--- src/rtl/sd_crc_pkg.sv ---
`default_nettype none

package sd_crc_pkg;

	localparam int CRC_W = 16;
	localparam logic [CRC_W-1:0] CRC_POLY = 16'h1021;

	// Widest CRC, and longest bit run per call
	localparam int CRC_MAX_W = 32;

	typedef logic [CRC_W-1:0] crc_t;
	typedef logic [CRC_MAX_W-1:0] crc_acc_t;

	// One bit into a len-bit CRC held in the low bits of crc
	function automatic crc_acc_t crc_step(crc_acc_t crc, crc_acc_t poly,
		int unsigned len, logic din);
		crc_acc_t mask;
		logic feedback;
		if (len >= CRC_MAX_W)
			mask = '1;
		else
			mask = (crc_acc_t'(1) << len) - 1'b1;
		feedback = din ^ crc[len-1];
		crc_step = (crc << 1) & mask;
		if (feedback)
			crc_step = crc_step ^ (poly & mask);
	endfunction

	// Low nbits of bits, highest first in time
	function automatic crc_acc_t crc_apply(crc_acc_t crc, crc_acc_t poly,
		int unsigned len, crc_acc_t bits, int unsigned nbits);
		crc_acc_t acc;
		acc = crc;
		for (int k = CRC_MAX_W - 1; k >= 0; k--) begin
			if (k < nbits)
				acc = crc_step(acc, poly, len, bits[k]);
		end
		crc_apply = acc;
	endfunction

endpackage

`default_nettype wire

--- src/rtl/sd_bus_pkg.sv ---
`default_nettype none

package sd_bus_pkg;

	localparam int WORD_W = 32;

	typedef enum logic [1:0] {
		W1 = 2'd0,
		W4 = 2'd1,
		W8 = 2'd2
	} bus_width_t;

	typedef enum logic [1:0] {
		P_IDLE,
		P_DATA,
		P_CRC,
		P_LAST
	} pkt_state_t;

	typedef logic [WORD_W-1:0] word_t;

	// Four copies of one wire byte, unused wires held high
	typedef logic [31:0] symbol_t;

	// Number of data wires in use
	function automatic int unsigned bus_wires(bus_width_t width);
		case (width)
			W4: bus_wires = 4;
			W8: bus_wires = 8;
			default: bus_wires = 1;
		endcase
	endfunction

	// Top bits of a word onto the used wires, wire 0 in bit 0
	function automatic symbol_t make_symbol(word_t w, bus_width_t width);
		logic [7:0] wire_byte;
		int unsigned nw;
		nw = bus_wires(width);
		wire_byte = '1;
		for (int i = 0; i < 8; i++) begin
			if (i < nw)
				wire_byte[i] = w[WORD_W - nw + i];
		end
		make_symbol = {4{wire_byte}};
	endfunction

endpackage

`default_nettype wire
--- src/rtl/sd_word_if.sv ---
`timescale 1ns/100ps
`default_nettype none

interface sd_word_if;
	import sd_bus_pkg::*;

	logic valid;
	word_t data;
	// 1-wire CRC word, sent as a short run of symbols
	logic short_word;
	logic start;
	logic ready;
	logic busy;

	modport packetizer (output valid, data, short_word, start, input ready, busy);
	modport serializer (input valid, data, short_word, start, output ready, busy);
	modport monitor (input valid, data, short_word, start, ready, busy);

endinterface

`default_nettype wire

--- src/rtl/sd_tx_packetizer.sv ---
`timescale 1ns/100ps
`default_nettype none

module sd_tx_packetizer #(
	parameter int NCRC = sd_crc_pkg::CRC_W
) (
	input wire logic i_clk,
	input wire logic i_reset,
	input wire sd_bus_pkg::bus_width_t i_cfg_width,
	input wire logic i_en,
	input wire logic i_ckstb,
	input wire logic i_s_valid,
	input wire sd_bus_pkg::word_t i_s_data,
	input wire logic i_s_last,
	output logic o_s_ready,
	output sd_bus_pkg::bus_width_t o_width,
	output logic o_crc_clear,
	output logic o_crc_advance,
	output logic o_crc_shift,
	input wire sd_bus_pkg::word_t i_crc_word,
	sd_word_if.packetizer word_bus
);
	import sd_bus_pkg::*;

	pkt_state_t state;
	bus_width_t cfg_width;
	logic [3:0] crc_left;
	logic [3:0] crc_words_m1;
	logic start;

	// Width follows the config pin until a packet begins
	assign o_width = (state == P_IDLE) ? i_cfg_width : cfg_width;

	assign start = i_en && i_s_valid && i_ckstb && !word_bus.busy && (state == P_IDLE);
	assign word_bus.start = start;

	// First word goes with the start symbol
	assign o_s_ready = (state == P_IDLE) ? start : ((state == P_DATA) && word_bus.ready);

	assign o_crc_advance = i_s_valid && o_s_ready;
	assign o_crc_shift = (state == P_CRC) && word_bus.ready;
	assign o_crc_clear = !i_en && !word_bus.busy;

	// One less than the CRC words per packet (1, 2 or 4 words for NCRC of 16)
	assign crc_words_m1 = 4'((bus_wires(o_width) * NCRC + WORD_W - 1) / WORD_W - 1);

	////////////////////////////////////////////////////////////
	// Packet FSM
	////////////////////////////////////////////////////////////
	always_ff @(posedge i_clk) begin
		if (!i_reset) begin
			state <= P_IDLE;
			cfg_width <= W1;
			crc_left <= '0;
			word_bus.valid <= 1'b0;
			word_bus.short_word <= 1'b0;
		end else begin
			case (state)
				P_IDLE: begin
					cfg_width <= i_cfg_width;
					crc_left <= crc_words_m1;
					if (start) begin
						word_bus.valid <= 1'b1;
						state <= i_s_last ? P_CRC : P_DATA;
					end
				end
				P_DATA: begin
					// Stream is expected to stay valid inside a frame
					if (o_crc_advance) begin
						word_bus.valid <= 1'b1;
						if (i_s_last)
							state <= P_CRC;
					end else if (word_bus.ready) begin
						word_bus.valid <= 1'b0;
					end
				end
				P_CRC: begin
					if (word_bus.ready) begin
						word_bus.valid <= 1'b1;
						word_bus.short_word <= (cfg_width == W1);
						if (crc_left == '0)
							state <= P_LAST;
						else
							crc_left <= crc_left - 1'b1;
					end
				end
				P_LAST: begin
					if (word_bus.ready) begin
						word_bus.valid <= 1'b0;
						word_bus.short_word <= 1'b0;
					end
					// Stop symbol done
					if (!word_bus.busy)
						state <= P_IDLE;
				end
				default: state <= P_IDLE;
			endcase
		end
	end

	// Pending word from the stream and then from the CRC bank
	always_ff @(posedge i_clk) begin
		if (o_crc_advance)
			word_bus.data <= i_s_data;
		else if (o_crc_shift)
			word_bus.data <= i_crc_word;
	end

endmodule

`default_nettype wire

--- src/flat_wrapper.sv ---
// flat-port wrapper written by rule: the top's interface ports become plain ports
module sd_tx_packetizer_flat import sd_bus_pkg::*;
#(
	parameter int NCRC = sd_crc_pkg::CRC_W
)
  (i_clk, i_reset, i_cfg_width, i_en, i_ckstb, i_s_valid, i_s_data, i_s_last, o_s_ready, o_width, o_crc_clear, o_crc_advance, o_crc_shift, i_crc_word, word_bus_valid, word_bus_data, word_bus_short_word, word_bus_start, word_bus_ready, word_bus_busy);
  sd_word_if word_bus_i ();
  input wire logic i_clk;
  input wire logic i_reset;
  input wire sd_bus_pkg::bus_width_t i_cfg_width;
  input wire logic i_en;
  input wire logic i_ckstb;
  input wire logic i_s_valid;
  input wire sd_bus_pkg::word_t i_s_data;
  input wire logic i_s_last;
  output logic o_s_ready;
  output sd_bus_pkg::bus_width_t o_width;
  output logic o_crc_clear;
  output logic o_crc_advance;
  output logic o_crc_shift;
  input wire sd_bus_pkg::word_t i_crc_word;
  output wire logic [$bits(word_bus_i.valid)-1:0] word_bus_valid;
  output wire logic [$bits(word_bus_i.data)-1:0] word_bus_data;
  output wire logic [$bits(word_bus_i.short_word)-1:0] word_bus_short_word;
  output wire logic [$bits(word_bus_i.start)-1:0] word_bus_start;
  input wire logic [$bits(word_bus_i.ready)-1:0] word_bus_ready;
  input wire logic [$bits(word_bus_i.busy)-1:0] word_bus_busy;
  assign word_bus_valid = word_bus_i.valid;
  assign word_bus_data = word_bus_i.data;
  assign word_bus_short_word = word_bus_i.short_word;
  assign word_bus_start = word_bus_i.start;
  assign word_bus_i.ready = word_bus_ready;
  assign word_bus_i.busy = word_bus_busy;
  sd_tx_packetizer #(.NCRC(NCRC)) u_core (.i_clk(i_clk), .i_reset(i_reset), .i_cfg_width(i_cfg_width), .i_en(i_en), .i_ckstb(i_ckstb), .i_s_valid(i_s_valid), .i_s_data(i_s_data), .i_s_last(i_s_last), .o_s_ready(o_s_ready), .o_width(o_width), .o_crc_clear(o_crc_clear), .o_crc_advance(o_crc_advance), .o_crc_shift(o_crc_shift), .i_crc_word(i_crc_word), .word_bus(word_bus_i));
endmodule
--- config.mk ---
export PLATFORM = sky130hd
export DESIGN_NAME = sd_tx_packetizer_flat
export DESIGN_NICKNAME = d
export VERILOG_FILES = /design/src/rtl/sd_crc_pkg.sv /design/src/rtl/sd_bus_pkg.sv /design/src/rtl/sd_word_if.sv /design/src/rtl/sd_tx_packetizer.sv /design/src/flat_wrapper.sv
export SDC_FILE = /design/constraint.sdc
export NUM_CORES = 1
export LEC_CHECK = 0
export BUFFER_PORTS_ARGS = -buffer_cell sky130_fd_sc_hd__buf_2
export CORE_ASPECT_RATIO = 1.25
export CORE_MARGIN = 1.5
export CORE_UTILIZATION = 40
export DETAILED_ROUTE_END_ITERATION = 8
export PLACE_DENSITY = 0.82
export REMOVE_ABC_BUFFERS = 1
export SYNTH_ARGS = -nofsm -noshare
export SYNTH_HDL_FRONTEND = slang
export SYNTH_SLANG_ARGS = --single-unit
--- constraint.sdc ---
create_clock -name i_clk -period 2.6 [get_ports i_clk]
set_input_delay 0.52 -clock i_clk [delete_from_list [all_inputs] [get_ports i_clk]]
set_output_delay 0.52 -clock i_clk [all_outputs]
set_load 0.1 [all_outputs]
## Word-level counts from Yosys, hierarchy flattened

Cells that the tools add are included.

| operators by class | value |
|---|---|
| add/subtract/negate cells | 4 |
| multiply operators | 0 |
| div/mod/pow operators | 0 |
| $lt $le $gt $ge | 0 |
| eq/ne operators | 13 |
| shift-type cells | 0 |
| muxes and demuxes | 24 |
| bitwise logic cells | 0 |
| reductions and logical operators | 20 |

Operators by type and width:

| cell | number |
|---|---|
| $mux W32 | 2 |
| $mux W2 | 8 |
| $pmux W4 S2 | 2 |
| $ne A2 B2 Y1 const B | 7 |
| $add A8 B6 Y9 const B | 1 |
| $sub A9 B1 Y9 const B | 1 |
| $logic_and A1 B1 Y1 | 8 |
| $mux W4 | 2 |
| $pmux W2 S4 | 1 |
| $sub A4 B1 Y4 const B | 2 |
| $mux W1 | 7 |
| $eq A2 B2 Y1 const B | 3 |
| $reduce_and A3 Y1 | 2 |
| $reduce_and A6 Y1 | 1 |
| $reduce_bool A2 Y1 | 3 |
| $eq A2 B1 Y1 const B | 2 |
| $logic_not A2 Y1 | 2 |
| $logic_not A4 Y1 | 1 |
| $pmux W1 S4 | 1 |
| $logic_not A1 Y1 | 2 |
| $ne A2 B1 Y1 const B | 1 |
| $pmux W1 S2 | 1 |
| $reduce_and A2 Y1 | 1 |

| storage, ports and cells | value |
|---|---|
| flip-flop bits (word level) | 42 |
| bits in latches | 0 |
| RAM bits | 0 |
| ROM bits | 0 |
| bits of input ports | 74 |
| output and inout port bits | 41 |
| logic and storage cells | 67 |
| memories kept | 0 |

## Logic depth before layout (Yosys ltp)

Gate-level depths: netlist of the first run.

| logic depth | value |
|---|---|
| depth in word-level cells | 8 |
| depth in mapped cells | 11 |

## Least setup slack after synthesis of the first run

OpenSTA, ideal clock, no wires.

| timing | value |
|---|---|
| kind | reg2out |
| start | reg u_core.state[0] |
| end | out o_crc_advance |
| data arrival time | 2.869 ns |
| setup slack | -0.789 ns |
| cell stages (with the launch flop) | 9 |
| cell sequence | dfxtp_1 inv_1 ha_1 buf_2 nor2b_1 a22o_1 nand2_1 buf_4 inv_1 |

| between the ends | value |
|---|---|
| word-level cells in the longest chain between the ends | 4 |

RTL lines:

| item | RTL line | text |
|---|---|---|
| start, declared | sd_tx_packetizer.sv:25 | `pkt_state_t state;` |
| start signal, assigned | sd_tx_packetizer.sv:64 | `state <= i_s_last ? P_CRC : P_DATA;` |
| $eq A2 B1 Y1 / $logic_not A2 Y1 (equally long branches) | sd_tx_packetizer.sv:38, sd_tx_packetizer.sv:34 |  |
| $logic_and A1 B1 Y1 (on tied branches) | sd_tx_packetizer.sv:38, sd_tx_packetizer.sv:34 |  |
| $mux W1 (*) | sd_tx_packetizer.sv:38 | `assign o_s_ready = (state == P_IDLE) ? start : ((state == P_DATA) && word_bus.ready);` |
| via o_s_ready | flat_wrapper.sv:16 | `output logic o_s_ready;` |
| $logic_and A1 B1 Y1 (*) | sd_tx_packetizer.sv:40 | `assign o_crc_advance = i_s_valid && o_s_ready;` |
| end, declared | flat_wrapper.sv:19 | `output logic o_crc_advance;` |

Mark *: on every way through the listed nets, which the timed path passes. The rest lies on a longest branch.

## Worst setup path in the final report of the first run

| timing | value |
|---|---|
| start | reg u_core.state[1] |
| end | out o_crc_advance |

| between the ends | value |
|---|---|
| word-level cells in the longest chain between the ends | 4 |

RTL lines:

| item | RTL line |
|---|---|
| $eq A2 B1 Y1 / $logic_not A2 Y1 (equally long branches) | sd_tx_packetizer.sv:38, sd_tx_packetizer.sv:34 |
| $logic_and A1 B1 Y1 (on tied branches) | sd_tx_packetizer.sv:38, sd_tx_packetizer.sv:34 |
| $mux W1 (*) | sd_tx_packetizer.sv:38 |
| $logic_and A1 B1 Y1 (*) | sd_tx_packetizer.sv:40 |

Mark *: on every way between the ends. The rest lies on a longest branch, timed or not.

==> flow_summary.ini, run 1 <==
[global_routing]
grt_usage = 0.175
grt_pass1_vias = 1644
grt_max_degree = 25
antenna_found_initial = 0
overflow = 0
grt_pass1_wl_um = 7320

[timing]
finalCritPeriodShare = 0.902
timing.fmax_ghz = 0.426
period_needed_ns = 2.35
hold_viol_final = 0
rsz0062_at_grt = no
maxSlewHeadroom = 0.650
worstMarginPinSlew_ns = 0.525
finClkSkew_ns = 0.00372
final.setup.tns_ns = 0
drv_slew = 0
setup_viol = 0

[power]
combPwrFrac = 0.515
vdd_drop_max_mv = 0.692
power_frac_clock = 0.144
finalPower_mw = 2.70
swShare = 0.468
p_seq_frac = 0.341
cellLeakagePower_nw = 1.29
p_int_mw = 1.44
p_sw_mw = 1.27
p_per_area_nw_per_um2 = 961

[detailed_routing]
num_vias = 1654
first_pass_iters = 4
first_iter_violations = 130
antenna_left = 0
drc_errors = 0
vias_per_cell = 4.97
drt_wl_total_um = 4890
wl_per_cell_um = 14.7

[logic_synthesis]
syn-cell-area_um2 = 2040
synth_cell_types = 34
ys_seq_area_frac = 0.570
syn_area_per_cell_um2 = 13.4
ys_ff_latch = 42
yosys_warnings = 0
synth_cells = 152

[final_layout]
layout_common_cells = 113 x buf_2, 33 x mux2_2, 32 x edfxtp_1, 10 x inv_1, 10 x dfxtp_1
fin_util = 0.582
diodes = 0
nNetsFinal = 353
syn2layout_area_growth_pct = 37.9
drive_gt1_frac = 0.593
layout_commonest_cell = buf_2

[clock_network]
cts.sinks = 42
h-tree-depth = 2
path_clk_slew_ns = 0.07
post_cts_buffers = 0
clk_latency_ns = 0.29
clockBufferDepth = 2
root_buffer = clkbuf_8
cts_buffers = 5
cts_tree = built
postCtsHoldBufs = 0

[worst_setup_path]
crit_type = flip-flop to output pin
rr_startpoint = u_core.state[1]
worstPathCellList = inv_1, ha_2, nor2b_1, a22o_1, nand2_1, inv_1, buf_12
cp_max_fo = 9
crit_family = buffers and inverters
crit_buf_inv = 3
startpoint_type = flip-flop
cp_common_cell = inv_1
cp-startpoint = u_core.state[1]
end_kind = output pin
crit_arrival_ns = 1.83
max_stage_delay_ns = 0.39
slowest_stage = dfxtp_1
crit_required_ns = 2.08

[floorplanning]
rows = 28
design.die.area_um2 = 5540
die_h_um = 82.8
die_w_um = 66.8
io_pins = 115
initial_core_util = 0.422
coreArea_um2 = 4830

[place]
place_congestion = 0.895
dpl.hpwl_um = 3940
io_buffers = 114

[min_path]
hold_class = flip-flop to flip-flop
hold_start = u_core.crc_left[3]

[job]
drv_cap = 0

[status]
status = finished clean
==> timing repair <==
item                                   in CTS  in global routing
resized for setup                           0                  1
endpoints found under the hold margin       0                  0
setup endpoints to repair                   0                  1
==> cell type report <==
| type | instances | area [µm²] |
|---|---|---|
| clock buffer | 5 | 68.8 |
| fill | 412 | 2020 |
| clock inverter | 2 | 10.0 |
| tap | 60 | 75.1 |
| inverter | 10 | 37.5 |
| timing repair buffer | 119 | 648 |
| multi-input combinational | 95 | 811 |
| sequential | 42 | 1160 |
==> synth_stat cells <==
master,count,area (µm²)
inv_1,10,37.5
xor2_1,1,8.76
and4b_1,1,10.0
nor2b_1,3,18.8
a32oi_1,1,8.76
nand2_1,4,15.0
nand2b_1,5,31.3
o2bb2ai_1,1,8.76
buf_2,1,5.00
ha_1,6,75.1
a221oi_1,1,8.76
nand3_1,2,10.0
mux2_2,33,372
a211oi_1,3,22.5
mux2i_1,3,30.0
and3_2,1,7.51
a211o_1,1,8.76
a222oi_1,1,10.0
a21oi_1,4,20.0
clkbuf_1,1,3.75
nor2_1,6,22.5
edfxtp_1,32,961
dfxtp_1,10,200
a31oi_1,4,25.0
or4_4,1,11.3
nor3b_1,1,7.51
a22o_1,1,8.76
xnor2_1,1,8.76
o21ai_0,4,20.0
nor3_1,2,10.0
nor4_1,1,6.26
and2_1,2,12.5
buf_4,3,22.5
nor4bb_1,1,10.0
==> routing by layer <==
metal	global-route usage	wire [µm]
met3	0.0556	480
met4	0.0649	106
met2	0.319	2550
met1	0.181	1760
met5	0	0
==> power groups by stage <==
stage / clock, mW / combinational [mW] / sequential, mW
3_3_place_gp: 0 / 1.37 / 0.930
5_1_grt: 0.435 / 1.49 / 0.933
3_5_place_dp: 0 / 1.39 / 0.934
4_1_cts: 0.409 / 1.39 / 0.920
2_1_floorplan: 0 / 0.652 / 1.38
6_report: 0.390 / 1.39 / 0.921
==> state kept, by name (all words and copies together), names as in the netlist <==
register / flops
u_core.word_bus.short_word: 1
u_core.state: 2
u_core.word_bus.data: 32
u_core.crc_left: 4
u_core.word_bus.valid: 1
u_core.cfg_width: 2
==> path summary, 6_finish.rpt <==
path	end	slack, ns	depth (start not counted)
hold / removal	u_core.crc_left[3]	0.47	2
setup reg to reg	u_core.crc_left[2]	0.53	9
hold reg to reg	u_core.crc_left[3]	0.47	2
setup / recovery	o_crc_advance	0.25	7
==> stage by stage <==
step | area (µm²) | hold slack (ns) | std cells | setup slack [ns]
finish | 2810 | 0.467 | 333 | 0.254
global route | 2810 | 0.486 | 333 | 0.0832
CTS | 2810 | 0.471 | 333 | 0.144
detailed placement | 2730 | 0.460 | 326 | 0.454
global placement | 2730 | 0.434 | 326 | 0.493
floorplan | 2010 | 0.425 | 147 | -1.32
==> worst register-to-register path, cell delays in order, from the launching register on <==
cell	delay (ns)
dfxtp_1	0.35
inv_1	0.12
ha_2	0.29
mux2_2	0.38
nor3_1	0.14
a21oi_1	0.06
ha_1	0.23
nor3b_1	0.14
o21ai_0	0.16
a31oi_1	0.09
==> cell families (layout without fill, tap and decap cells) <==
kind of cell	count (synthesis)	in the layout	synth area share
and+or+nand+nor	30	30	0.0847
adders and majority gates	6	6	0.0368
DFF	42	42	0.570
buffers and inverters	15	136	0.0338
muxes	36	36	0.197
xor gates and xnor gates	2	2	0.00860
AOI/OAI and AO/OA	21	21	0.0694
(Power assumes the default switching activity.)
==> inputs of run 2 (changes only) <==
--- a/config.mk
+++ b/config.mk
@@ -5,7 +5,7 @@
 export SDC_FILE = /design/constraint.sdc
 export NUM_CORES = 1
 export LEC_CHECK = 0
-export BUFFER_PORTS_ARGS = -buffer_cell sky130_fd_sc_hd__buf_2
+export BUFFER_PORTS_ARGS = -buffer_cell sky130_fd_sc_hd__buf_4
 export CORE_ASPECT_RATIO = 1.25
 export CORE_MARGIN = 1.5
 export CORE_UTILIZATION = 40
==> flow_summary.ini, run 2 (synthesized netlist as in run 1, its figures left out) <==
[timing]
worstMarginPinSlew_ns = 0.502
fin_ws_ns = 0.148
setup_viol = 0
period_needed_ns = 2.45
hold_viol_final = 0
final.setup.tns_ns = 0
finClkSkew_ns = 0.00760
rsz0062_at_grt = no
drv_slew = 0
maxSlewHeadroom = 0.661
timing.fmax_ghz = 0.408
finalCritPeriodShare = 0.943

[floorplanning]
rows = 28
design.die.area_um2 = 5540
die_w_um = 66.8
die_h_um = 82.8
io_pins = 115
initial_core_util = 0.422
coreArea_um2 = 4830

[status]
status = finished clean

[power]
p_sw_mw = 1.27
vdd_drop_max_mv = 0.838
p_per_area_nw_per_um2 = 928
cellLeakagePower_nw = 1.38
power_frac_clock = 0.175
swShare = 0.442
finalPower_mw = 2.87
combPwrFrac = 0.503
p_seq_frac = 0.323
p_int_mw = 1.60

[final_layout]
nNetsFinal = 352
diodes = 0
largest_register_ffs = 32
fill_cells = 372
stdcell_count = 333
final_area_um2 = 3090
layout_common_cells = 117 x buf_4, 33 x mux2_2, 32 x edfxtp_1, 10 x inv_1, 10 x dfxtp_1
drive_gt1_frac = 0.586
layout_commonest_cell = buf_4
top_register = u_core.word_bus.data
syn2layout_area_growth_pct = 51.6
largest_registers = u_core.word_bus.data x32, u_core.crc_left x4

[worst_setup_path]
startpoint_type = flip-flop
crit_buf_inv = 3
crit_family = buffers and inverters
r2r_setup_slack_ns = 0.36
crit_required_ns = 2.08
worstPathCellList = inv_1, ha_1, nor2b_1, a22o_1, nand2_1, inv_1, buf_4
slowest_stage = dfxtp_1
cp_max_fo = 9
max_stage_delay_ns = 0.39
crit_type = flip-flop to output pin
cp_common_cell = inv_1
end_kind = output pin
crit_arrival_ns = 1.93

[min_path]
hold_class = flip-flop to flip-flop

[clock_network]
post_cts_buffers = 0
h-tree-depth = 2
cts_tree = built
clk_latency_ns = 0.29
postCtsHoldBufs = 0
cts_buffers = 5
path_clk_slew_ns = 0.07
cts.repair.resized = 0
root_buffer = clkbuf_8
clockBufferDepth = 2
cts.sinks = 42

[global_routing]
grt_pass1_wl_um = 8170
grt_usage = 0.195
grt_pass1_vias = 1676
antenna_found_initial = 0
overflow = 0
grt_max_degree = 33

[place]
dpl.cell_count = 325
place_congestion = 0.824
dpl.hpwl_um = 4260
dp_slack_ns = 0.399
placed_area_um2 = 2980
io_buffers = 114

[detailed_routing]
drc_errors = 0
num_vias = 1655
wl_per_cell_um = 15.9
drt_wl_total_um = 5300
first_pass_iters = 4
vias_per_cell = 4.97
antenna_left = 0
first_iter_violations = 118

[job]
drv_cap = 0
[run 2: layer usage]
layer  global-route usage  wire length, µm  vias to the layer above
li1                     -                -                      809
met4               0.0519               80                        0
met3               0.0705              604                        8
met2                0.348             2740                       85
met1                0.211             1870                      753
met5                    0                0                        -
[run 2: worst reg2reg max path, stage by stage, from the launching register on]
cell and delay, ns:
dfxtp_1 0.34, inv_1 0.11, ha_1 0.36, mux2_2 0.41, nor3_1 0.13, a21oi_1 0.06, ha_1 0.25, nor3b_1 0.15
o21ai_0 0.20, a31oi_1 0.11
[run 2: path summary, 6_finish.rpt]
path,start,to,cells after the start
worst max-delay path,u_core.state[0],o_crc_advance,7
worst min-delay path,u_core.crc_left[3],u_core.crc_left[3],2
worst max register to register,u_core.state[0],u_core.crc_left[2],9
worst min register to register,u_core.crc_left[3],u_core.crc_left[3],2
[run 2: per-stage QoR]
| stage | utilization | hold slack [ns] |
|---|---|---|
| floorplan | - | 0.425 |
| global placement | 0.616 | 0.435 |
| detailed placement | 0.616 | 0.454 |
| CTS | 0.639 | 0.470 |
| global route | 0.639 | 0.482 |
| finish | 0.639 | 0.467 |
[run 2: area by class of cell]
type	instances	area, µm²	area share
clock buffers	6	72.6	0.0235
clock inverters	2	37.5	0.0121
inverters	10	37.5	0.0121
multi-input cells	95	808	0.262
flip-flops and latches	42	1160	0.376
well taps	60	75.1	0.0243
repair buffers	118	898	0.291
[run 2: power by group through the flow]
stage	Sequential, mW	Clock [mW]	Combinational (mW)
after floorplan	1.38	0	0.652
after global placement	0.933	0	1.43
after detailed placement	0.941	0	1.44
after CTS	0.925	0.513	1.45
after global routing	0.937	0.543	1.55
final	0.925	0.501	1.44
==> inputs of run 3 (changes only) <==
--- a/config.mk
+++ b/config.mk
@@ -10,7 +10,7 @@
 export CORE_MARGIN = 1.5
 export CORE_UTILIZATION = 40
 export DETAILED_ROUTE_END_ITERATION = 8
-export PLACE_DENSITY = 0.82
+export PLACE_DENSITY = 0.79
 export REMOVE_ABC_BUFFERS = 1
 export SYNTH_ARGS = -nofsm -noshare
 export SYNTH_HDL_FRONTEND = slang
==> constraint.sdc (replaced) <==
create_clock -name i_clk -period 2.3 [get_ports i_clk]
set_input_delay 0.46 -clock i_clk [delete_from_list [all_inputs] [get_ports i_clk]]
set_output_delay 0.46 -clock i_clk [all_outputs]
set_load 0.1 [all_outputs]
==> flow_summary.ini, run 3 (synthesized netlist as in run 1, its figures left out) <==
[timing]
finClkSkew_ns = 0.00554
fin_hold_ws_ns = 0.416
finalCritPeriodShare = 0.940
hold_viol_final = 0
timing.fmax_ghz = 0.462
drv_slew = 0
final.setup.tns_ns = 0
worstMarginPinSlew_ns = 0.518
setup_viol = 0
rsz0062_at_grt = no
period_needed_ns = 2.16
maxSlewHeadroom = 0.650

[worst_setup_path]
cp_max_fo = 4
max_stage_delay_ns = 0.36
crit_type = flip-flop to output pin
crit_arrival_ns = 1.70
cp_common_cell = inv_1
worstPathCellList = inv_1, ha_1, nor2b_2, a22o_1, nand2_1, inv_1, buf_12
slowest_stage = dfxtp_2
crit_required_ns = 1.84
crit_buf_inv = 3
crit_family = flip-flops
end_kind = output pin
startpoint_type = flip-flop

[final_layout]
layout_commonest_cell = buf_4
diodes = 0
largest_register_ffs = 32
top_register = u_core.word_bus.data
drive_gt1_frac = 0.607
final_area_um2 = 3130
largest_registers = u_core.word_bus.data x32, u_core.crc_left x4
layout_common_cells = 118 x buf_4, 33 x mux2_2, 32 x edfxtp_1, 10 x inv_1, 8 x dfxtp_1
syn2layout_area_growth_pct = 53.5
nNetsFinal = 354

[clock_network]
cts_tree = built
cts.sinks = 42
path_clk_slew_ns = 0.07
clk_latency_ns = 0.29
root_buffer = clkbuf_8
clockBufferDepth = 2
cts.repair.resized = 2
h-tree-depth = 2
postCtsHoldBufs = 0
post_cts_buffers = 0
cts_buffers = 5

[floorplanning]
io_pins = 115
die_h_um = 82.8
die_w_um = 66.8
initial_core_util = 0.422
rows = 28
coreArea_um2 = 4830
design.die.area_um2 = 5540

[global_routing]
overflow = 0
grt_max_degree = 24
antenna_found_initial = 0
grt_pass1_wl_um = 8030
grt_usage = 0.191
grt_pass1_vias = 1641

[detailed_routing]
wl_per_cell_um = 15.5
vias_per_cell = 5.07
antenna_left = 0
first_iter_violations = 60
num_vias = 1699
drt_wl_total_um = 5180
first_pass_iters = 4
drc_errors = 0

[job]
drv_cap = 0

[place]
io_buffers = 114
place_congestion = 0.855
placed_area_um2 = 3000
dpl.hpwl_um = 4210

[power]
p_per_area_nw_per_um2 = 1050
vdd_drop_max_mv = 0.862
cellLeakagePower_nw = 1.39

[min_path]
hold_class = input port to flip-flop

[status]
status = finished clean
==> run 3: cell types whose count changed in the layout (fill, tap and decap cells not counted) <==
| cell | previous run | this run |
|---|---|---|
| dfxtp_1 | 10 | 8 |
| dfxtp_2 | 0 | 2 |
| ha_1 | 6 | 4 |
| ha_2 | 0 | 2 |
| buf_12 | 1 | 2 |
| buf_4 | 117 | 118 |
| nor2b_1 | 3 | 2 |
| nor2b_2 | 0 | 1 |
==> run 3: final timing paths <==
kind              cells past startpoint             endpoint               start  slack, ns
setup / recovery                      7        o_crc_advance     u_core.state[1]       0.14
hold / removal                        2  u_core.cfg_width[1]             i_reset       0.42
setup reg to reg                      9   u_core.crc_left[2]     u_core.state[0]       0.19
hold reg to reg                       2   u_core.crc_left[3]  u_core.crc_left[3]       0.45
==> run 3: worst register-to-register path, stage by stage (launching register included) <==
cell and delay, ns:
dfxtp_2 0.34, inv_1 0.11, ha_2 0.30, mux2_2 0.38
nor3_1 0.14, a21oi_1 0.06, ha_1 0.23, nor3b_1 0.14
o21ai_0 0.19, a31oi_1 0.10
==> run 3: cell type report <==
class / instances / area (µm²)
Inverter: 10 / 37.5
Multi-Input combinational cell: 95 / 816
Tap cell: 60 / 75.1
Clock buffer: 6 / 72.6
Sequential cell: 42 / 1160
Fill cell: 391 / 1710
Clock inverter: 2 / 37.5
Timing Repair Buffer: 120 / 926
==> run 3: metrics by stage <==
step / power (mW) / instances / worst slack (ns) / utilization
CTS: 3.29 / 335 / 0.0202 / 0.644
finish: 3.29 / 335 / 0.137 / 0.647
floorplan: 2.29 / 147 / -1.61 / -
global route: 3.46 / 335 / 0.0242 / 0.647
global placement: 2.69 / 327 / 0.222 / 0.620
detailed placement: 2.71 / 327 / 0.134 / 0.620
==> run 3: report_power, final <==
group          total (mW)  internal [mW]  switching (mW)  leakage, nW
combinational        1.67          0.539            1.13        0.964
sequential           1.04          0.977          0.0670        0.376
clock               0.571          0.324           0.247       0.0514
total                3.29           1.84            1.45         1.39
==> run 3: metal layers <==
metal | vias to the layer above | track usage | routed length, µm
met3 | 15 | 0.0623 | 608
li1 | 810 | - | -
met1 | 776 | 0.216 | 1830
met4 | 0 | 0.0816 | 167
met2 | 98 | 0.322 | 2570
met5 | - | 0 | 0
